### src/common/m6502_pkg.sv
/*
 * m6502 shared types
 * bus request, decoded instruction, register file and writeback records
 */
package m6502_pkg;

   typedef logic [15:0] addr_t;
   typedef logic [7:0]  data_t;

   localparam addr_t RESET_VECTOR_DEFAULT = 16'hFFFC;

   typedef struct packed {
      logic n;
      logic v;
      logic z;
      logic c;
   } flags_t;

   // first member of each enum is the all-zero idle value
   typedef enum logic [5:0] {
      OP_NOP,
      OP_LDA, OP_LDX, OP_LDY,
      OP_STA, OP_STX, OP_STY,
      OP_ORA, OP_AND, OP_EOR, OP_ADC, OP_SBC,
      OP_CMP, OP_CPX, OP_CPY,
      OP_TAX, OP_TAY, OP_TXA, OP_TYA,
      OP_INX, OP_INY, OP_DEX, OP_DEY,
      OP_CLC, OP_SEC,
      OP_BRANCH, OP_JMP
   } cpu_op_e;

   typedef enum logic [2:0] {
      MODE_IMPLIED, MODE_IMM, MODE_ZP, MODE_ABS, MODE_REL
   } addr_mode_e;

   typedef enum logic [2:0] {
      ALU_PASS, ALU_OR, ALU_AND, ALU_EOR, ALU_ADC, ALU_CMP, ALU_INC, ALU_DEC
   } alu_op_e;

   typedef enum logic [1:0] {
      REG_NONE, REG_A, REG_X, REG_Y
   } reg_sel_e;

   typedef struct packed {
      cpu_op_e    op;
      addr_mode_e mode;
      alu_op_e    alu_op;
      reg_sel_e   src;
      reg_sel_e   dst;
      logic       store;
      logic       invert;   // sbc adds the complement
      logic [2:0] cond;     // aaa field of a branch
   } decoded_t;

   typedef struct packed {
      data_t  a;
      data_t  x;
      data_t  y;
      addr_t  pc;
      flags_t flags;
   } regs_t;

   typedef struct packed {
      alu_op_e op;
      data_t   a;
      data_t   b;
      logic    carry_in;
   } alu_req_t;

   typedef struct packed {
      reg_sel_e reg_sel;
      data_t    value;
      flags_t   flags;
      flags_t   flag_mask;
      addr_t    pc;
      logic     pc_we;
   } writeback_t;

   typedef struct packed {
      addr_t addr;
      data_t wr_data;
      logic  rd;
      logic  wr;
   } bus_req_t;

endpackage
### src/source/m6502_core.sv
/*
 * m6502 core top
 * sequencer, decoder, ALU and register file on one byte bus
 */
module m6502_core import m6502_pkg::*; #(
   parameter addr_t RESET_VECTOR = RESET_VECTOR_DEFAULT
) (
   input  logic     clk,
   input  logic     reset_n,
   input  data_t    rd_data_i,
   input  logic     ready_i,
   output bus_req_t bus_o
);

   data_t      opcode;
   decoded_t   decoded;
   regs_t      regs;
   alu_req_t   alu_req;
   data_t      alu_result;
   flags_t     alu_flags;
   writeback_t wb;

   m6502_sequencer #(
      .RESET_VECTOR (RESET_VECTOR)
   ) u_sequencer (
      .clk          (clk),
      .reset_n      (reset_n),
      .ready_i      (ready_i),
      .rd_data_i    (rd_data_i),
      .decoded_i    (decoded),
      .regs_i       (regs),
      .alu_result_i (alu_result),
      .alu_flags_i  (alu_flags),
      .opcode_o     (opcode),
      .bus_o        (bus_o),
      .alu_req_o    (alu_req),
      .wb_o         (wb)
   );

   m6502_decode u_decode (
      .opcode_i  (opcode),
      .decoded_o (decoded)
   );

   m6502_alu u_alu (
      .req_i    (alu_req),
      .result_o (alu_result),
      .flags_o  (alu_flags)
   );

   m6502_regfile u_regfile (
      .clk     (clk),
      .reset_n (reset_n),
      .wb_i    (wb),
      .regs_o  (regs)
   );

endmodule

### src/source/m6502_sequencer.sv
/*
 * m6502 sequencer
 * reset vector, fetch, operands, memory access, branch and writeback
 */
module m6502_sequencer import m6502_pkg::*; #(
   parameter addr_t RESET_VECTOR = RESET_VECTOR_DEFAULT
) (
   input  logic       clk,
   input  logic       reset_n,
   input  logic       ready_i,
   input  data_t      rd_data_i,
   input  decoded_t   decoded_i,
   input  regs_t      regs_i,
   input  data_t      alu_result_i,
   input  flags_t     alu_flags_i,
   output data_t      opcode_o,
   output bus_req_t   bus_o,
   output alu_req_t   alu_req_o,
   output writeback_t wb_o
);

   typedef enum logic [2:0] {
      VECTOR_LO, VECTOR_HI, FETCH, OPERAND_LO, OPERAND_HI, MEM, BRANCH, EXECUTE
   } state_e;

   state_e state_q;
   logic   started_q;   // keeps the bus idle through reset
   data_t  opcode_q;
   data_t  operand_q;   // immediate, offset or loaded byte
   addr_t  ea_q;        // data address, later jump target
   data_t  src_val;
   addr_t  next_pc;
   addr_t  offset;
   logic   xfer;
   logic   taken;
   logic   nz_upd;

   assign opcode_o = (state_q == FETCH) ? rd_data_i : opcode_q;
   assign offset   = {{8{operand_q[7]}}, operand_q};

   always_comb begin
      case (decoded_i.src)
         REG_A:   src_val = regs_i.a;
         REG_X:   src_val = regs_i.x;
         REG_Y:   src_val = regs_i.y;
         default: src_val = operand_q;   // memory operand
      endcase
      case (decoded_i.mode)
         MODE_IMPLIED: next_pc = regs_i.pc + 16'd1;
         MODE_ABS:     next_pc = regs_i.pc + 16'd3;
         default:      next_pc = regs_i.pc + 16'd2;
      endcase
      case (decoded_i.cond[2:1])
         2'b00:   taken = (regs_i.flags.n == decoded_i.cond[0]);
         2'b01:   taken = (regs_i.flags.v == decoded_i.cond[0]);
         2'b10:   taken = (regs_i.flags.c == decoded_i.cond[0]);
         default: taken = (regs_i.flags.z == decoded_i.cond[0]);
      endcase
   end

   always_comb begin
      bus_o = '0;
      case (state_q)
         VECTOR_LO: begin
            bus_o.addr = RESET_VECTOR;
            bus_o.rd   = started_q;
         end
         VECTOR_HI: begin
            bus_o.addr = RESET_VECTOR + 16'd1;
            bus_o.rd   = 1'b1;
         end
         FETCH, OPERAND_LO, OPERAND_HI: begin
            bus_o.addr = regs_i.pc + {14'd0, state_q == OPERAND_HI, state_q == OPERAND_LO};
            bus_o.rd   = 1'b1;
         end
         MEM: begin
            bus_o.addr    = ea_q;
            bus_o.wr_data = src_val;
            bus_o.rd      = ~decoded_i.store;
            bus_o.wr      = decoded_i.store;
         end
         default: ;
      endcase
   end

   assign xfer = ready_i & (bus_o.rd | bus_o.wr);

   always_comb begin
      alu_req_o.op       = decoded_i.alu_op;
      alu_req_o.a        = src_val;
      alu_req_o.b        = decoded_i.invert ? ~operand_q : operand_q;
      alu_req_o.carry_in = regs_i.flags.c;
   end

   always_comb begin
      wb_o   = '0;
      nz_upd = (decoded_i.dst != REG_NONE) || (decoded_i.alu_op == ALU_CMP);
      if (state_q == VECTOR_HI) begin
         wb_o.pc    = {rd_data_i, ea_q[7:0]};
         wb_o.pc_we = xfer;
      end else if (state_q == EXECUTE) begin
         wb_o.reg_sel     = decoded_i.dst;
         wb_o.value       = alu_result_i;
         wb_o.flags       = alu_flags_i;
         wb_o.flag_mask.n = nz_upd;
         wb_o.flag_mask.z = nz_upd;
         wb_o.flag_mask.v = (decoded_i.alu_op == ALU_ADC);
         wb_o.flag_mask.c = decoded_i.alu_op inside {ALU_ADC, ALU_CMP} ||
                            decoded_i.op inside {OP_CLC, OP_SEC};
         if (decoded_i.op inside {OP_CLC, OP_SEC}) begin
            wb_o.flags.c = (decoded_i.op == OP_SEC);
         end
         wb_o.pc    = (decoded_i.op inside {OP_BRANCH, OP_JMP}) ? ea_q : next_pc;
         wb_o.pc_we = 1'b1;
      end
   end

   always_ff @(posedge clk) begin
      if (!reset_n) begin
         state_q   <= VECTOR_LO;
         started_q <= 1'b0;
      end else begin
         started_q <= 1'b1;
         case (state_q)
            VECTOR_LO:  if (xfer) state_q <= VECTOR_HI;
            VECTOR_HI:  if (xfer) state_q <= FETCH;
            FETCH:      if (xfer) state_q <= (decoded_i.mode == MODE_IMPLIED) ? EXECUTE : OPERAND_LO;
            OPERAND_LO: if (xfer) begin
               case (decoded_i.mode)
                  MODE_ZP:  state_q <= MEM;
                  MODE_ABS: state_q <= OPERAND_HI;
                  MODE_REL: state_q <= BRANCH;
                  default:  state_q <= EXECUTE;
               endcase
            end
            OPERAND_HI: if (xfer) state_q <= (decoded_i.op == OP_JMP) ? EXECUTE : MEM;
            MEM:        if (xfer) state_q <= EXECUTE;
            BRANCH:     state_q <= EXECUTE;
            default:    state_q <= FETCH;
         endcase
      end
   end

   always_ff @(posedge clk) begin
      if (xfer) begin
         case (state_q)
            VECTOR_LO:  ea_q[7:0] <= rd_data_i;
            FETCH:      opcode_q <= rd_data_i;
            OPERAND_LO: begin
               operand_q <= rd_data_i;
               ea_q      <= {8'h00, rd_data_i};   // zero page
            end
            OPERAND_HI: ea_q[15:8] <= rd_data_i;
            MEM:        if (!decoded_i.store) operand_q <= rd_data_i;
            default: ;
         endcase
      end
      if (state_q == BRANCH) begin
         ea_q <= taken ? next_pc + offset : next_pc;
      end
   end

endmodule

### src/source/m6502_regfile.sv
/*
 * m6502 register file
 * A, X, Y, PC and NVZC flags, written from the sequencer writeback
 */
module m6502_regfile import m6502_pkg::*; (
   input  logic       clk,
   input  logic       reset_n,
   input  writeback_t wb_i,
   output regs_t      regs_o
);

   regs_t  regs_q;
   flags_t flags_next;

   // keep flags outside the mask
   assign flags_next = (regs_q.flags & ~wb_i.flag_mask) | (wb_i.flags & wb_i.flag_mask);

   always_ff @(posedge clk) begin
      if (!reset_n) begin
         regs_q <= '0;
      end else begin
         case (wb_i.reg_sel)
            REG_A:   regs_q.a <= wb_i.value;
            REG_X:   regs_q.x <= wb_i.value;
            REG_Y:   regs_q.y <= wb_i.value;
            default: ;
         endcase
         regs_q.flags <= flags_next;
         if (wb_i.pc_we) begin
            regs_q.pc <= wb_i.pc;
         end
      end
   end

   assign regs_o = regs_q;

endmodule

### src/source/m6502_alu.sv
/*
 * m6502 ALU
 * combinational 8-bit logic, binary add, compare and inc/dec
 */
module m6502_alu import m6502_pkg::*; (
   input  alu_req_t req_i,
   output data_t    result_o,
   output flags_t   flags_o
);

   logic [8:0] sum;
   logic [8:0] diff;
   data_t      r;
   logic       c;
   logic       v;

   assign sum  = {1'b0, req_i.a} + {1'b0, req_i.b} + {8'h00, req_i.carry_in};
   assign diff = {1'b0, req_i.a} - {1'b0, req_i.b};

   always_comb begin
      c = req_i.carry_in;   // unchanged unless add or compare
      v = 1'b0;
      case (req_i.op)
         ALU_OR:  r = req_i.a | req_i.b;
         ALU_AND: r = req_i.a & req_i.b;
         ALU_EOR: r = req_i.a ^ req_i.b;
         ALU_ADC: begin
            r = sum[7:0];
            c = sum[8];
            // same sign in, other sign out
            v = ~(req_i.a[7] ^ req_i.b[7]) & (req_i.a[7] ^ sum[7]);
         end
         ALU_CMP: begin
            r = diff[7:0];
            c = ~diff[8];   // no borrow, a >= b
         end
         ALU_INC: r = req_i.a + 8'd1;
         ALU_DEC: r = req_i.a - 8'd1;
         default: r = req_i.a;
      endcase
   end

   assign result_o  = r;
   assign flags_o.n = r[7];
   assign flags_o.v = v;
   assign flags_o.z = (r == 8'h00);
   assign flags_o.c = c;

endmodule

### src/decode/m6502_decode.sv
/*
 * m6502 opcode decoder
 * aaabbbcc groups to operation, addressing mode, ALU function and registers
 */
module m6502_decode import m6502_pkg::*; (
   input  data_t    opcode_i,
   output decoded_t decoded_o
);

   logic [2:0] aaa;
   logic [2:0] bbb;
   logic [1:0] cc;
   decoded_t   d;
   addr_mode_e mode;

   assign aaa = opcode_i[7:5];
   assign bbb = opcode_i[4:2];
   assign cc  = opcode_i[1:0];

   // zp and abs columns are common, imm column depends on group
   function automatic addr_mode_e column_mode(input logic [2:0] col, input logic [2:0] imm_col);
      addr_mode_e m;
      case (col)
         3'b001:  m = MODE_ZP;
         3'b011:  m = MODE_ABS;
         default: m = (col == imm_col) ? MODE_IMM : MODE_IMPLIED;
      endcase
      return m;
   endfunction

   function automatic decoded_t make_dec(input cpu_op_e op, input alu_op_e alu,
                                         input reg_sel_e src, input reg_sel_e dst);
      decoded_t r;
      r        = '0;
      r.op     = op;
      r.alu_op = alu;
      r.src    = src;
      r.dst    = dst;
      r.store  = op inside {OP_STA, OP_STX, OP_STY};
      r.invert = (op == OP_SBC);
      return r;
   endfunction

   always_comb begin
      d    = '0;
      mode = MODE_IMPLIED;
      case (cc)
         2'b01: begin
            mode = column_mode(bbb, 3'b010);
            case (aaa)
               3'b000:  d = make_dec(OP_ORA, ALU_OR, REG_A, REG_A);
               3'b001:  d = make_dec(OP_AND, ALU_AND, REG_A, REG_A);
               3'b010:  d = make_dec(OP_EOR, ALU_EOR, REG_A, REG_A);
               3'b011:  d = make_dec(OP_ADC, ALU_ADC, REG_A, REG_A);
               3'b100:  d = make_dec(OP_STA, ALU_PASS, REG_A, REG_NONE);
               3'b101:  d = make_dec(OP_LDA, ALU_PASS, REG_NONE, REG_A);
               3'b110:  d = make_dec(OP_CMP, ALU_CMP, REG_A, REG_NONE);
               default: d = make_dec(OP_SBC, ALU_ADC, REG_A, REG_A);
            endcase
         end
         2'b10: begin
            mode = column_mode(bbb, 3'b000);
            case (aaa)
               3'b100:  d = make_dec(OP_STX, ALU_PASS, REG_X, REG_NONE);
               3'b101:  d = make_dec(OP_LDX, ALU_PASS, REG_NONE, REG_X);
               default: d = '0;   // shifts, inc/dec memory
            endcase
         end
         2'b00: begin
            mode = (bbb == 3'b100) ? MODE_REL : column_mode(bbb, 3'b000);
            case (aaa)
               3'b010:  d = make_dec(OP_JMP, ALU_PASS, REG_NONE, REG_NONE);
               3'b100:  d = make_dec(OP_STY, ALU_PASS, REG_Y, REG_NONE);
               3'b101:  d = make_dec(OP_LDY, ALU_PASS, REG_NONE, REG_Y);
               3'b110:  d = make_dec(OP_CPY, ALU_CMP, REG_Y, REG_NONE);
               3'b111:  d = make_dec(OP_CPX, ALU_CMP, REG_X, REG_NONE);
               default: d = '0;
            endcase
            if (bbb == 3'b100) begin
               d = make_dec(OP_BRANCH, ALU_PASS, REG_NONE, REG_NONE); // all eight
            end
         end
         default: ;
      endcase

      // columns the kept set does not cover fall back to a one byte nop
      if (d.op == OP_NOP || mode == MODE_IMPLIED ||
          (d.store && mode == MODE_IMM) ||
          (d.op == OP_JMP && mode != MODE_ABS) ||
          (d.op inside {OP_CPX, OP_CPY} && mode != MODE_IMM)) begin
         d    = '0;
         mode = MODE_IMPLIED;
      end
      d.mode = mode;

      case (opcode_i)
         8'h18:   d = make_dec(OP_CLC, ALU_PASS, REG_NONE, REG_NONE);
         8'h38:   d = make_dec(OP_SEC, ALU_PASS, REG_NONE, REG_NONE);
         8'h8A:   d = make_dec(OP_TXA, ALU_PASS, REG_X, REG_A);
         8'h98:   d = make_dec(OP_TYA, ALU_PASS, REG_Y, REG_A);
         8'hAA:   d = make_dec(OP_TAX, ALU_PASS, REG_A, REG_X);
         8'hA8:   d = make_dec(OP_TAY, ALU_PASS, REG_A, REG_Y);
         8'hE8:   d = make_dec(OP_INX, ALU_INC, REG_X, REG_X);
         8'hC8:   d = make_dec(OP_INY, ALU_INC, REG_Y, REG_Y);
         8'hCA:   d = make_dec(OP_DEX, ALU_DEC, REG_X, REG_X);
         8'h88:   d = make_dec(OP_DEY, ALU_DEC, REG_Y, REG_Y);
         default: ;
      endcase
      d.cond = aaa;
   end

   assign decoded_o = d;

endmodule

### config.mk
export PLATFORM = sky130hd
export DESIGN_NAME = m6502_core
export DESIGN_NICKNAME = d
export VERILOG_FILES = /design/src/common/m6502_pkg.sv /design/src/source/m6502_core.sv /design/src/source/m6502_sequencer.sv /design/src/source/m6502_regfile.sv /design/src/source/m6502_alu.sv /design/src/decode/m6502_decode.sv
export SDC_FILE = /design/constraint.sdc
export NUM_CORES = 1
export LEC_CHECK = 0
export ABC_AREA = 1
export BUFFER_PORTS_ARGS = -buffer_cell sky130_fd_sc_hd__buf_2
export CORE_MARGIN = 2
export CORE_UTILIZATION = 65
export CTS_BUF_LIST = sky130_fd_sc_hd__clkbuf_4 sky130_fd_sc_hd__clkbuf_8
export DETAILED_ROUTE_END_ITERATION = 12
export PLACE_DENSITY = 0.83
export SYNTH_ARGS = -nofsm -noshare
export SYNTH_HDL_FRONTEND = slang
export SYNTH_SLANG_ARGS = --single-unit
### constraint.sdc
create_clock -name clk -period 5.85 [get_ports clk]
set_clock_uncertainty 0.05 [all_clocks]
set_input_delay 0.585 -clock clk [delete_from_list [all_inputs] [get_ports clk]]
set_output_delay 0.585 -clock clk [all_outputs]
set_load 0.01 [all_outputs]
; ---- Word-level counts from Yosys, hierarchy flattened
; Cells that the tools add are included.
; Widths: inputs -> output; s select.
[op_classes]
n_addsub = 10
n_eq_ne = 69
mux = 49
bitwise = 16
reduce_logical = 34
[ops]
columns = operator, n
row1 = $pmux 21 s10, 1
row2 = $pmux 19 s7, 1
row3 = $pmux 20 s5, 1
row4 = $eq 8x8->1 const B, 8
row5 = $mux 16, 4
row6 = $pmux 16 s4, 1
row7 = $pmux 21 s3, 1
row8 = $pmux 8 s7, 1
row9 = $eq 3x3->1 const B, 14
row10 = $mux 8, 5
row11 = $pmux 18 s2, 1
row12 = $mux 35, 1
row13 = $add 16x2->16 const B, 2
row14 = $pmux 16 s2, 1
row15 = $pmux 8 s2, 2
row16 = $eq 3x2->1 const B, 10
row17 = $eq 6x5->1 const B, 5
row18 = $mux 3, 9
row19 = $pmux 8 s3, 1
row20 = $mux 21, 1
row21 = $pmux 3 s7, 1
row22 = $mux 20, 1
row23 = $mux 18, 1
row24 = $mux 17, 1
row25 = 51 further kinds, 104
[totals]
reg_bits = 80
out_inout_bits = 26
word_cells = 192

; ---- Longest topological paths before layout
[depth]
depth_word = 26
ltp_mapped = 45

; ---- Cells and area by module
; From an unflattened synthesis, not the netlist that was laid out.
[unflattened]
cells_unflattened = 1489
area_unflattened_um2 = 9092.5
[by_module_without_submodules]
columns = mod, instances, cells_per_inst, area_per_inst_um2, seq_area_each_um2
row1 = m6502_sequencer, 1, 756, 4725.8, 1041.0
row2 = m6502_alu, 1, 338, 1859.3, 0.0
row3 = m6502_regfile, 1, 217, 1677.9, 880.8
row4 = m6502_decode, 1, 178, 829.5, 0.0

; ---- Least setup slack after synthesis
; No wires, ideal clock.
[synth_path]
path_kind = reg-to-reg
startpoint = register u_sequencer.state_q[2]
endpoint = register u_sequencer.ea_q[14] (data pin)
arrival_time_ns = 4.932
required_time_ns = 5.539
path_slack_ns = 0.607
path_stages_with_launch = 43
path_buffers = 2
period_less_slack_ns = 5.243
path_cell_list = dfxtp_1 -> buf_2 -> inv_4 -> nand3_4 -> buf_12 -> nand2_4 -> nand2_4 -> nor2_8 -> inv_2 -> nor2_4 -> inv_4 -> o21ai_4 -> nand2_2 -> inv_1 -> nand2_1 -> nand4_2 -> inv_2 -> nand2_1 -> (+7 left out) -> xor2_1 -> inv_1 -> ha_1 -> a21oi_1 -> nand2_1 -> a21oi_1 -> o21bai_1 -> a21oi_1 -> o21bai_1 -> a21o_1 -> a21oi_1 -> o21ai_0 -> a21oi_1 -> nor2_1 -> nor2_1 -> xnor2_1 -> o21ai_0 -> o22ai_1
[synth_rtl]
columns = item, line_no
row1 = start: declaration, m6502_sequencer.sv:26  ; state_e state_q;
row2 = start signal: assignment, m6502_sequencer.sv:127  ; FETCH: if (xfer) state_q <= (decoded_i.mode == MODE_IMPLIED) ? EXECUTE : OPERAND_LO;
row3 = start signal: assignment, m6502_sequencer.sv:136  ; OPERAND_HI: if (xfer) state_q <= (decoded_i.op == OP_JMP) ? EXECUTE : MEM;
row4 = $eq 3x2->1 (*), m6502_sequencer.sv:38  ; assign opcode_o = (state_q == FETCH) ? rd_data_i : opcode_q;
row5 = $mux 8 (*), m6502_sequencer.sv:38
row6 = named net opcode[1], m6502_core.sv:15  ; data_t opcode;
row7 = "$eq 2x2->1, or another cell as far along", m6502_decode.sv:47  ; case (cc)
row8 = $pmux 21 s3 / $pmux 3 s3 (equally long branches), m6502_decode.sv:47
row9 = "$logic_not 6->1, or another cell as far along", m6502_decode.sv:87  ; if (d.op == OP_NOP || mode == MODE_IMPLIED ||
row10 = $logic_or 1x1->1 / $logic_and 1x1->1 (equally long branches), "m6502_decode.sv:87, m6502_decode.sv:88"
row11 = $logic_or 1x1->1, m6502_decode.sv:87
row12 = $logic_or 1x1->1, m6502_decode.sv:88  ; (d.store && mode == MODE_IMM) ||
row13 = $logic_or 1x1->1, m6502_decode.sv:89  ; (d.op == OP_JMP && mode != MODE_ABS) ||
row14 = $mux 3, m6502_decode.sv:87
row15 = $pmux 21 s10 (*), m6502_decode.sv:96  ; case (opcode_i)
row16 = $eq 3x2->1 / $logic_not 3->1 (equally long branches), m6502_sequencer.sv:48  ; case (decoded_i.mode)
row17 = $pmux 16 s2 (*), m6502_sequencer.sv:48
row18 = $add 16x16->16, m6502_sequencer.sv:159  ; ea_q <= taken ? next_pc + offset : next_pc;
row19 = $mux 16 (*), m6502_sequencer.sv:159
row20 = $mux 16 (*), m6502_sequencer.sv:158  ; if (state_q == BRANCH) begin
row21 = end signal: assignment, m6502_sequencer.sv:151  ; ea_q <= {8'h00, rd_data_i};
row22 = end signal: assignment, m6502_sequencer.sv:153  ; OPERAND_HI: ea_q[15:8] <= rd_data_i;
row23 = end signal: assignment, m6502_sequencer.sv:159
row24 = end: declaration, m6502_sequencer.sv:30  ; addr_t ea_q;
; Mark *: on every way through the listed nets, which the timed path passes. The rest lies on a longest branch. The select of a mux whose other input is x is not followed.
; A chain may end at the register's enable or synchronous reset.

; ---- Final worst setup path
[layout_path]
startpoint = register u_sequencer.state_q[2]
endpoint = register u_sequencer.ea_q[14] (data pin)
[layout_between]
elab_chain_cells = 19
[layout_rtl]
columns = item, line_no
row1 = $eq 3x2->1, m6502_sequencer.sv:38
row2 = $mux 8, m6502_sequencer.sv:38
row3 = $logic_not 3->1, m6502_decode.sv:26  ; default: m = (col == imm_col) ? MODE_IMM : MODE_IMPLIED;
row4 = $mux 1, m6502_decode.sv:26
row5 = $pmux 3 s2, m6502_decode.sv:23  ; case (col)
row6 = $mux 3, m6502_decode.sv:70  ; mode = (bbb == 3'b100) ? MODE_REL : column_mode(bbb, 3'b000);
row7 = $pmux 3 s3, m6502_decode.sv:47
row8 = $eq 3x1->1 / $logic_not 3->1 (equally long branches), "m6502_decode.sv:88, m6502_decode.sv:87"
row9 = (+3 left out), --
row10 = $logic_or 1x1->1, m6502_decode.sv:89
row11 = $mux 3, m6502_decode.sv:87
row12 = $pmux 21 s10, m6502_decode.sv:96
row13 = $eq 3x2->1 / $logic_not 3->1 (equally long branches), m6502_sequencer.sv:48
row14 = $pmux 16 s2, m6502_sequencer.sv:48
row15 = $add 16x16->16, m6502_sequencer.sv:159
row16 = $mux 16, m6502_sequencer.sv:159
row17 = $mux 16 (*), m6502_sequencer.sv:158
; Mark *: on every way between the ends. The rest lies on a longest branch, timed or not. The select of a mux whose other input is x is not followed.

==> metrics.yaml <==
cp-endpoint: "u_sequencer.ea_q[14]$_DFFE_PP_"
start_util_pct: 65.9
wl_per_cell_um: 18.4
finalMaxSlewViolations: 0
grt_start_max_net_pins: 47
diodes: 0
cp.required_ps: 5940
ys_seq_area_share_pct: 23.4
reg2reg_depth: 40
gp_congestion: 1.03
synth_compound_area_share_pct: 19.5
worstSetupStartpointType: "register"
timing.hold.ws_ps: 363
synth_fp_nets: 1304
synth_edf_count: 32
die_h_um: 116
worst_pin_slew_ps: 1060
synth.area.mux_share_pct: 0
htree_levels: 3
relSlewSlack_pct: 29.1
io_pins: 37
drc: 0
rows: 41
synth_xor_xnor_area_share_pct: 5.76
arrival_ps: 5690
synthFlopType: "dfxtp_1"
clkLatencyLatePin_ps: 390
fin_crit_ps: 5600
grt_pass1_vias: 8047
seqCellArea_um2: 1930
cp_common_cell: "nand2_1"
vias_per_cell: 6.09
cap_violations: 0
highest_layer: "met4"
syn2layout_area_growth_pct: 10.3
overflow: 0
syn_area_per_cell_um2: 6.64
ys_ff_latch: 80
routed-wl-met3_um: 2730
syn-cell-area_um2: 8210
hold_class: "input pin to register"
die_w_um: 116
cts_buffer_depth: 2
m1WireLength_um: 10500
outcome: "finished, final reports clean"
die-area_um2: 13600
crit_fanout: 8
drt_iter0_drc: 1311
io_buffers: 36
dr_wl_met2_um: 11900
period_share_pct: 95.7
path_clk_slew_ps: 100
yosysMostFrequentCell: "nand2_1"
dr.pass1.iters: 8
synth_common_cells: "nand2_1 (264), inv_1 (157), nor2_1 (118)"
synth_warnings: 0
async_reset_ff_share_pct: 0
drive_gt1_share_pct: 15.4
grt_pass1_wl_um: 41200
core-area_um2: 12500
clock-sinks: 80
grt_util_all_layers_pct: 39.8
max_freq_mhz: 179
critical_path_class: "register to register"
drt_wl_total_um: 26900
synth_fa_ha_area_share_pct: 9.17
tns_ps: 0
final_antenna_net_count: 0
critPathMaxStageDelay_ps: 340
synth_top_family_by_area: "simple AND/OR/NAND/NOR gates"
clockRootBuffer: "clkbuf_8"
syn_inst: 1237
fill_cells: 1093
cts_tree: "done"
synth_top_area_share_pct: 12.1
cp-end-kind: "register"
multi_input_area_um2: 5590
r2r-end: "u_sequencer.ea_q[14]$_DFFE_PP_"
layout.nets: 1356
vias: 8930
yosysTopAreaCell: "nand2_1"
synth.distinct_cells: 57
hpwl_um: 20200
ys_top_cells_by_area: "nand2_1 (12%), dfxtp_1 (12%), edfxtp_1 (12%), ha_1 (7.5%), inv_1 (7.2%)"
antenna_found_initial: 0
cts_buffers: 9
r2r_slack_ps: 250
hold_violations: 0
r2r_start: "u_sequencer.state_q[2]$_SDFFE_PN0P_"
synthSimpleGateAreaFrac_pct: 32.2
cp-startpoint: "u_sequencer.state_q[2]$_SDFFE_PN0P_"
setup_violations: 0
slowest_stage: "dfxtp_1"
sequential cells by signal, indices dropped and copies added, names as in the netlist, named ones only:
name / cells
u_sequencer.operand_q: 8
u_sequencer.started_q: 1
u_sequencer.opcode_q: 8
u_sequencer.state_q: 3
u_sequencer.ea_q: 16
u_regfile.regs_o: 40
cells by family after synthesis:
family / Yosys count
and+or+nand+nor: 568
AOI/OAI and AO/OA: 273
buffers and inverters: 206
DFF: 80
adders and majority gates: 56
xor gates and xnor gates: 54
repair_timing:
action                                  CTS  global route
endpoints found under the setup margin    1            10
gates cloned                              1             1
pin swaps                                 1             8
buffers inserted                          0             3
gates resized for setup                   1            29
hold buffers                              0             0
stage by stage:
step | setup slack (ps) | utilization (%) | cell area, um^2 | cells
5_1_grt | -168 | 72.7 | 9060 | 1466
4_1_cts | 3.48 | 71.6 | 8920 | 1462
3_5_place_dp | -17.6 | 69.6 | 8680 | 1445
6_report | 254 | 72.7 | 9060 | 1466
3_3_place_gp | 239 | 69.6 | 8680 | 1445
2_1_floorplan | 607 | - | 8210 | 1237
cell type report:
type                            instances  area share (%)
Tap cell                              172            2.38
Inverter                              177            7.42
Sequential cell                        80            21.3
Clock inverter                          7            1.20
Multi-Input combinational cell        953            61.7
Timing Repair Buffer                   68            4.64
Clock buffer                            9            1.37
layout by cell type (no fill, tap or decap), drive strengths merged, types with 4 or more instances in the layout:
| master | n |
|---|---|
| nor3 | 12 |
| a21oi | 82 |
| xnor2 | 5 |
| nand3 | 88 |
| o21ai | 104 |
| inv | 178 |
| nor2 | 132 |
| o211ai | 22 |
| buf | 68 |
| nand4 | 21 |
| a31oi | 22 |
| or2 | 9 |
| xor2 | 49 |
| nor4 | 4 |
| o31ai | 6 |
| clkbuf | 9 |
| o21bai | 8 |
| edfxtp | 32 |
| fa | 7 |
| nand2 | 301 |
| o22ai | 16 |
| ha | 49 |
| dfxtp | 48 |
| clkinv | 4 |
worst max-delay path, delay by kind of cell, from the launching register on:
| family | cells | cell delay, ps |
|---|---|---|
| adders and majority gates | 2 | 500 |
| and+or+nand+nor | 17 | 1840 |
| buffers and inverters | 6 | 450 |
| DFF | 1 | 340 |
| AOI/OAI and AO/OA | 13 | 1860 |
| xor gates and xnor gates | 2 | 310 |
worst min-delay path by stage:
stage / startpoint / to / slack [ps] / cells past startpoint
after CTS: rd_data_i[7] / u_sequencer.operand_q[7]$_DFFE_PP_ / 350 / 1
after detailed placement: u_regfile.regs_o[20]$_SDFFE_PN0N_ / u_regfile.regs_o[20]$_SDFFE_PN0N_ / 440 / 2
after global routing: rd_data_i[2] / u_sequencer.operand_q[2]$_DFFE_PP_ / 360 / 1
final: rd_data_i[7] / u_sequencer.operand_q[7]$_DFFE_PP_ / 360 / 1
after global placement: u_regfile.regs_o[20]$_SDFFE_PN0N_ / u_regfile.regs_o[20]$_SDFFE_PN0N_ / 430 / 2
after floorplan: register / register / 410 / 2
layer usage:
layer	vias up	track usage [%]
met5	-	0
met4	0	24.0
met3	135	7.47
met2	563	62.6
met1	3990	50.8
li1	4242	-
Power is left out: the tool's default activity adds up to more than one toggle a clock period on the data nets, which glitch-free logic cannot reach.
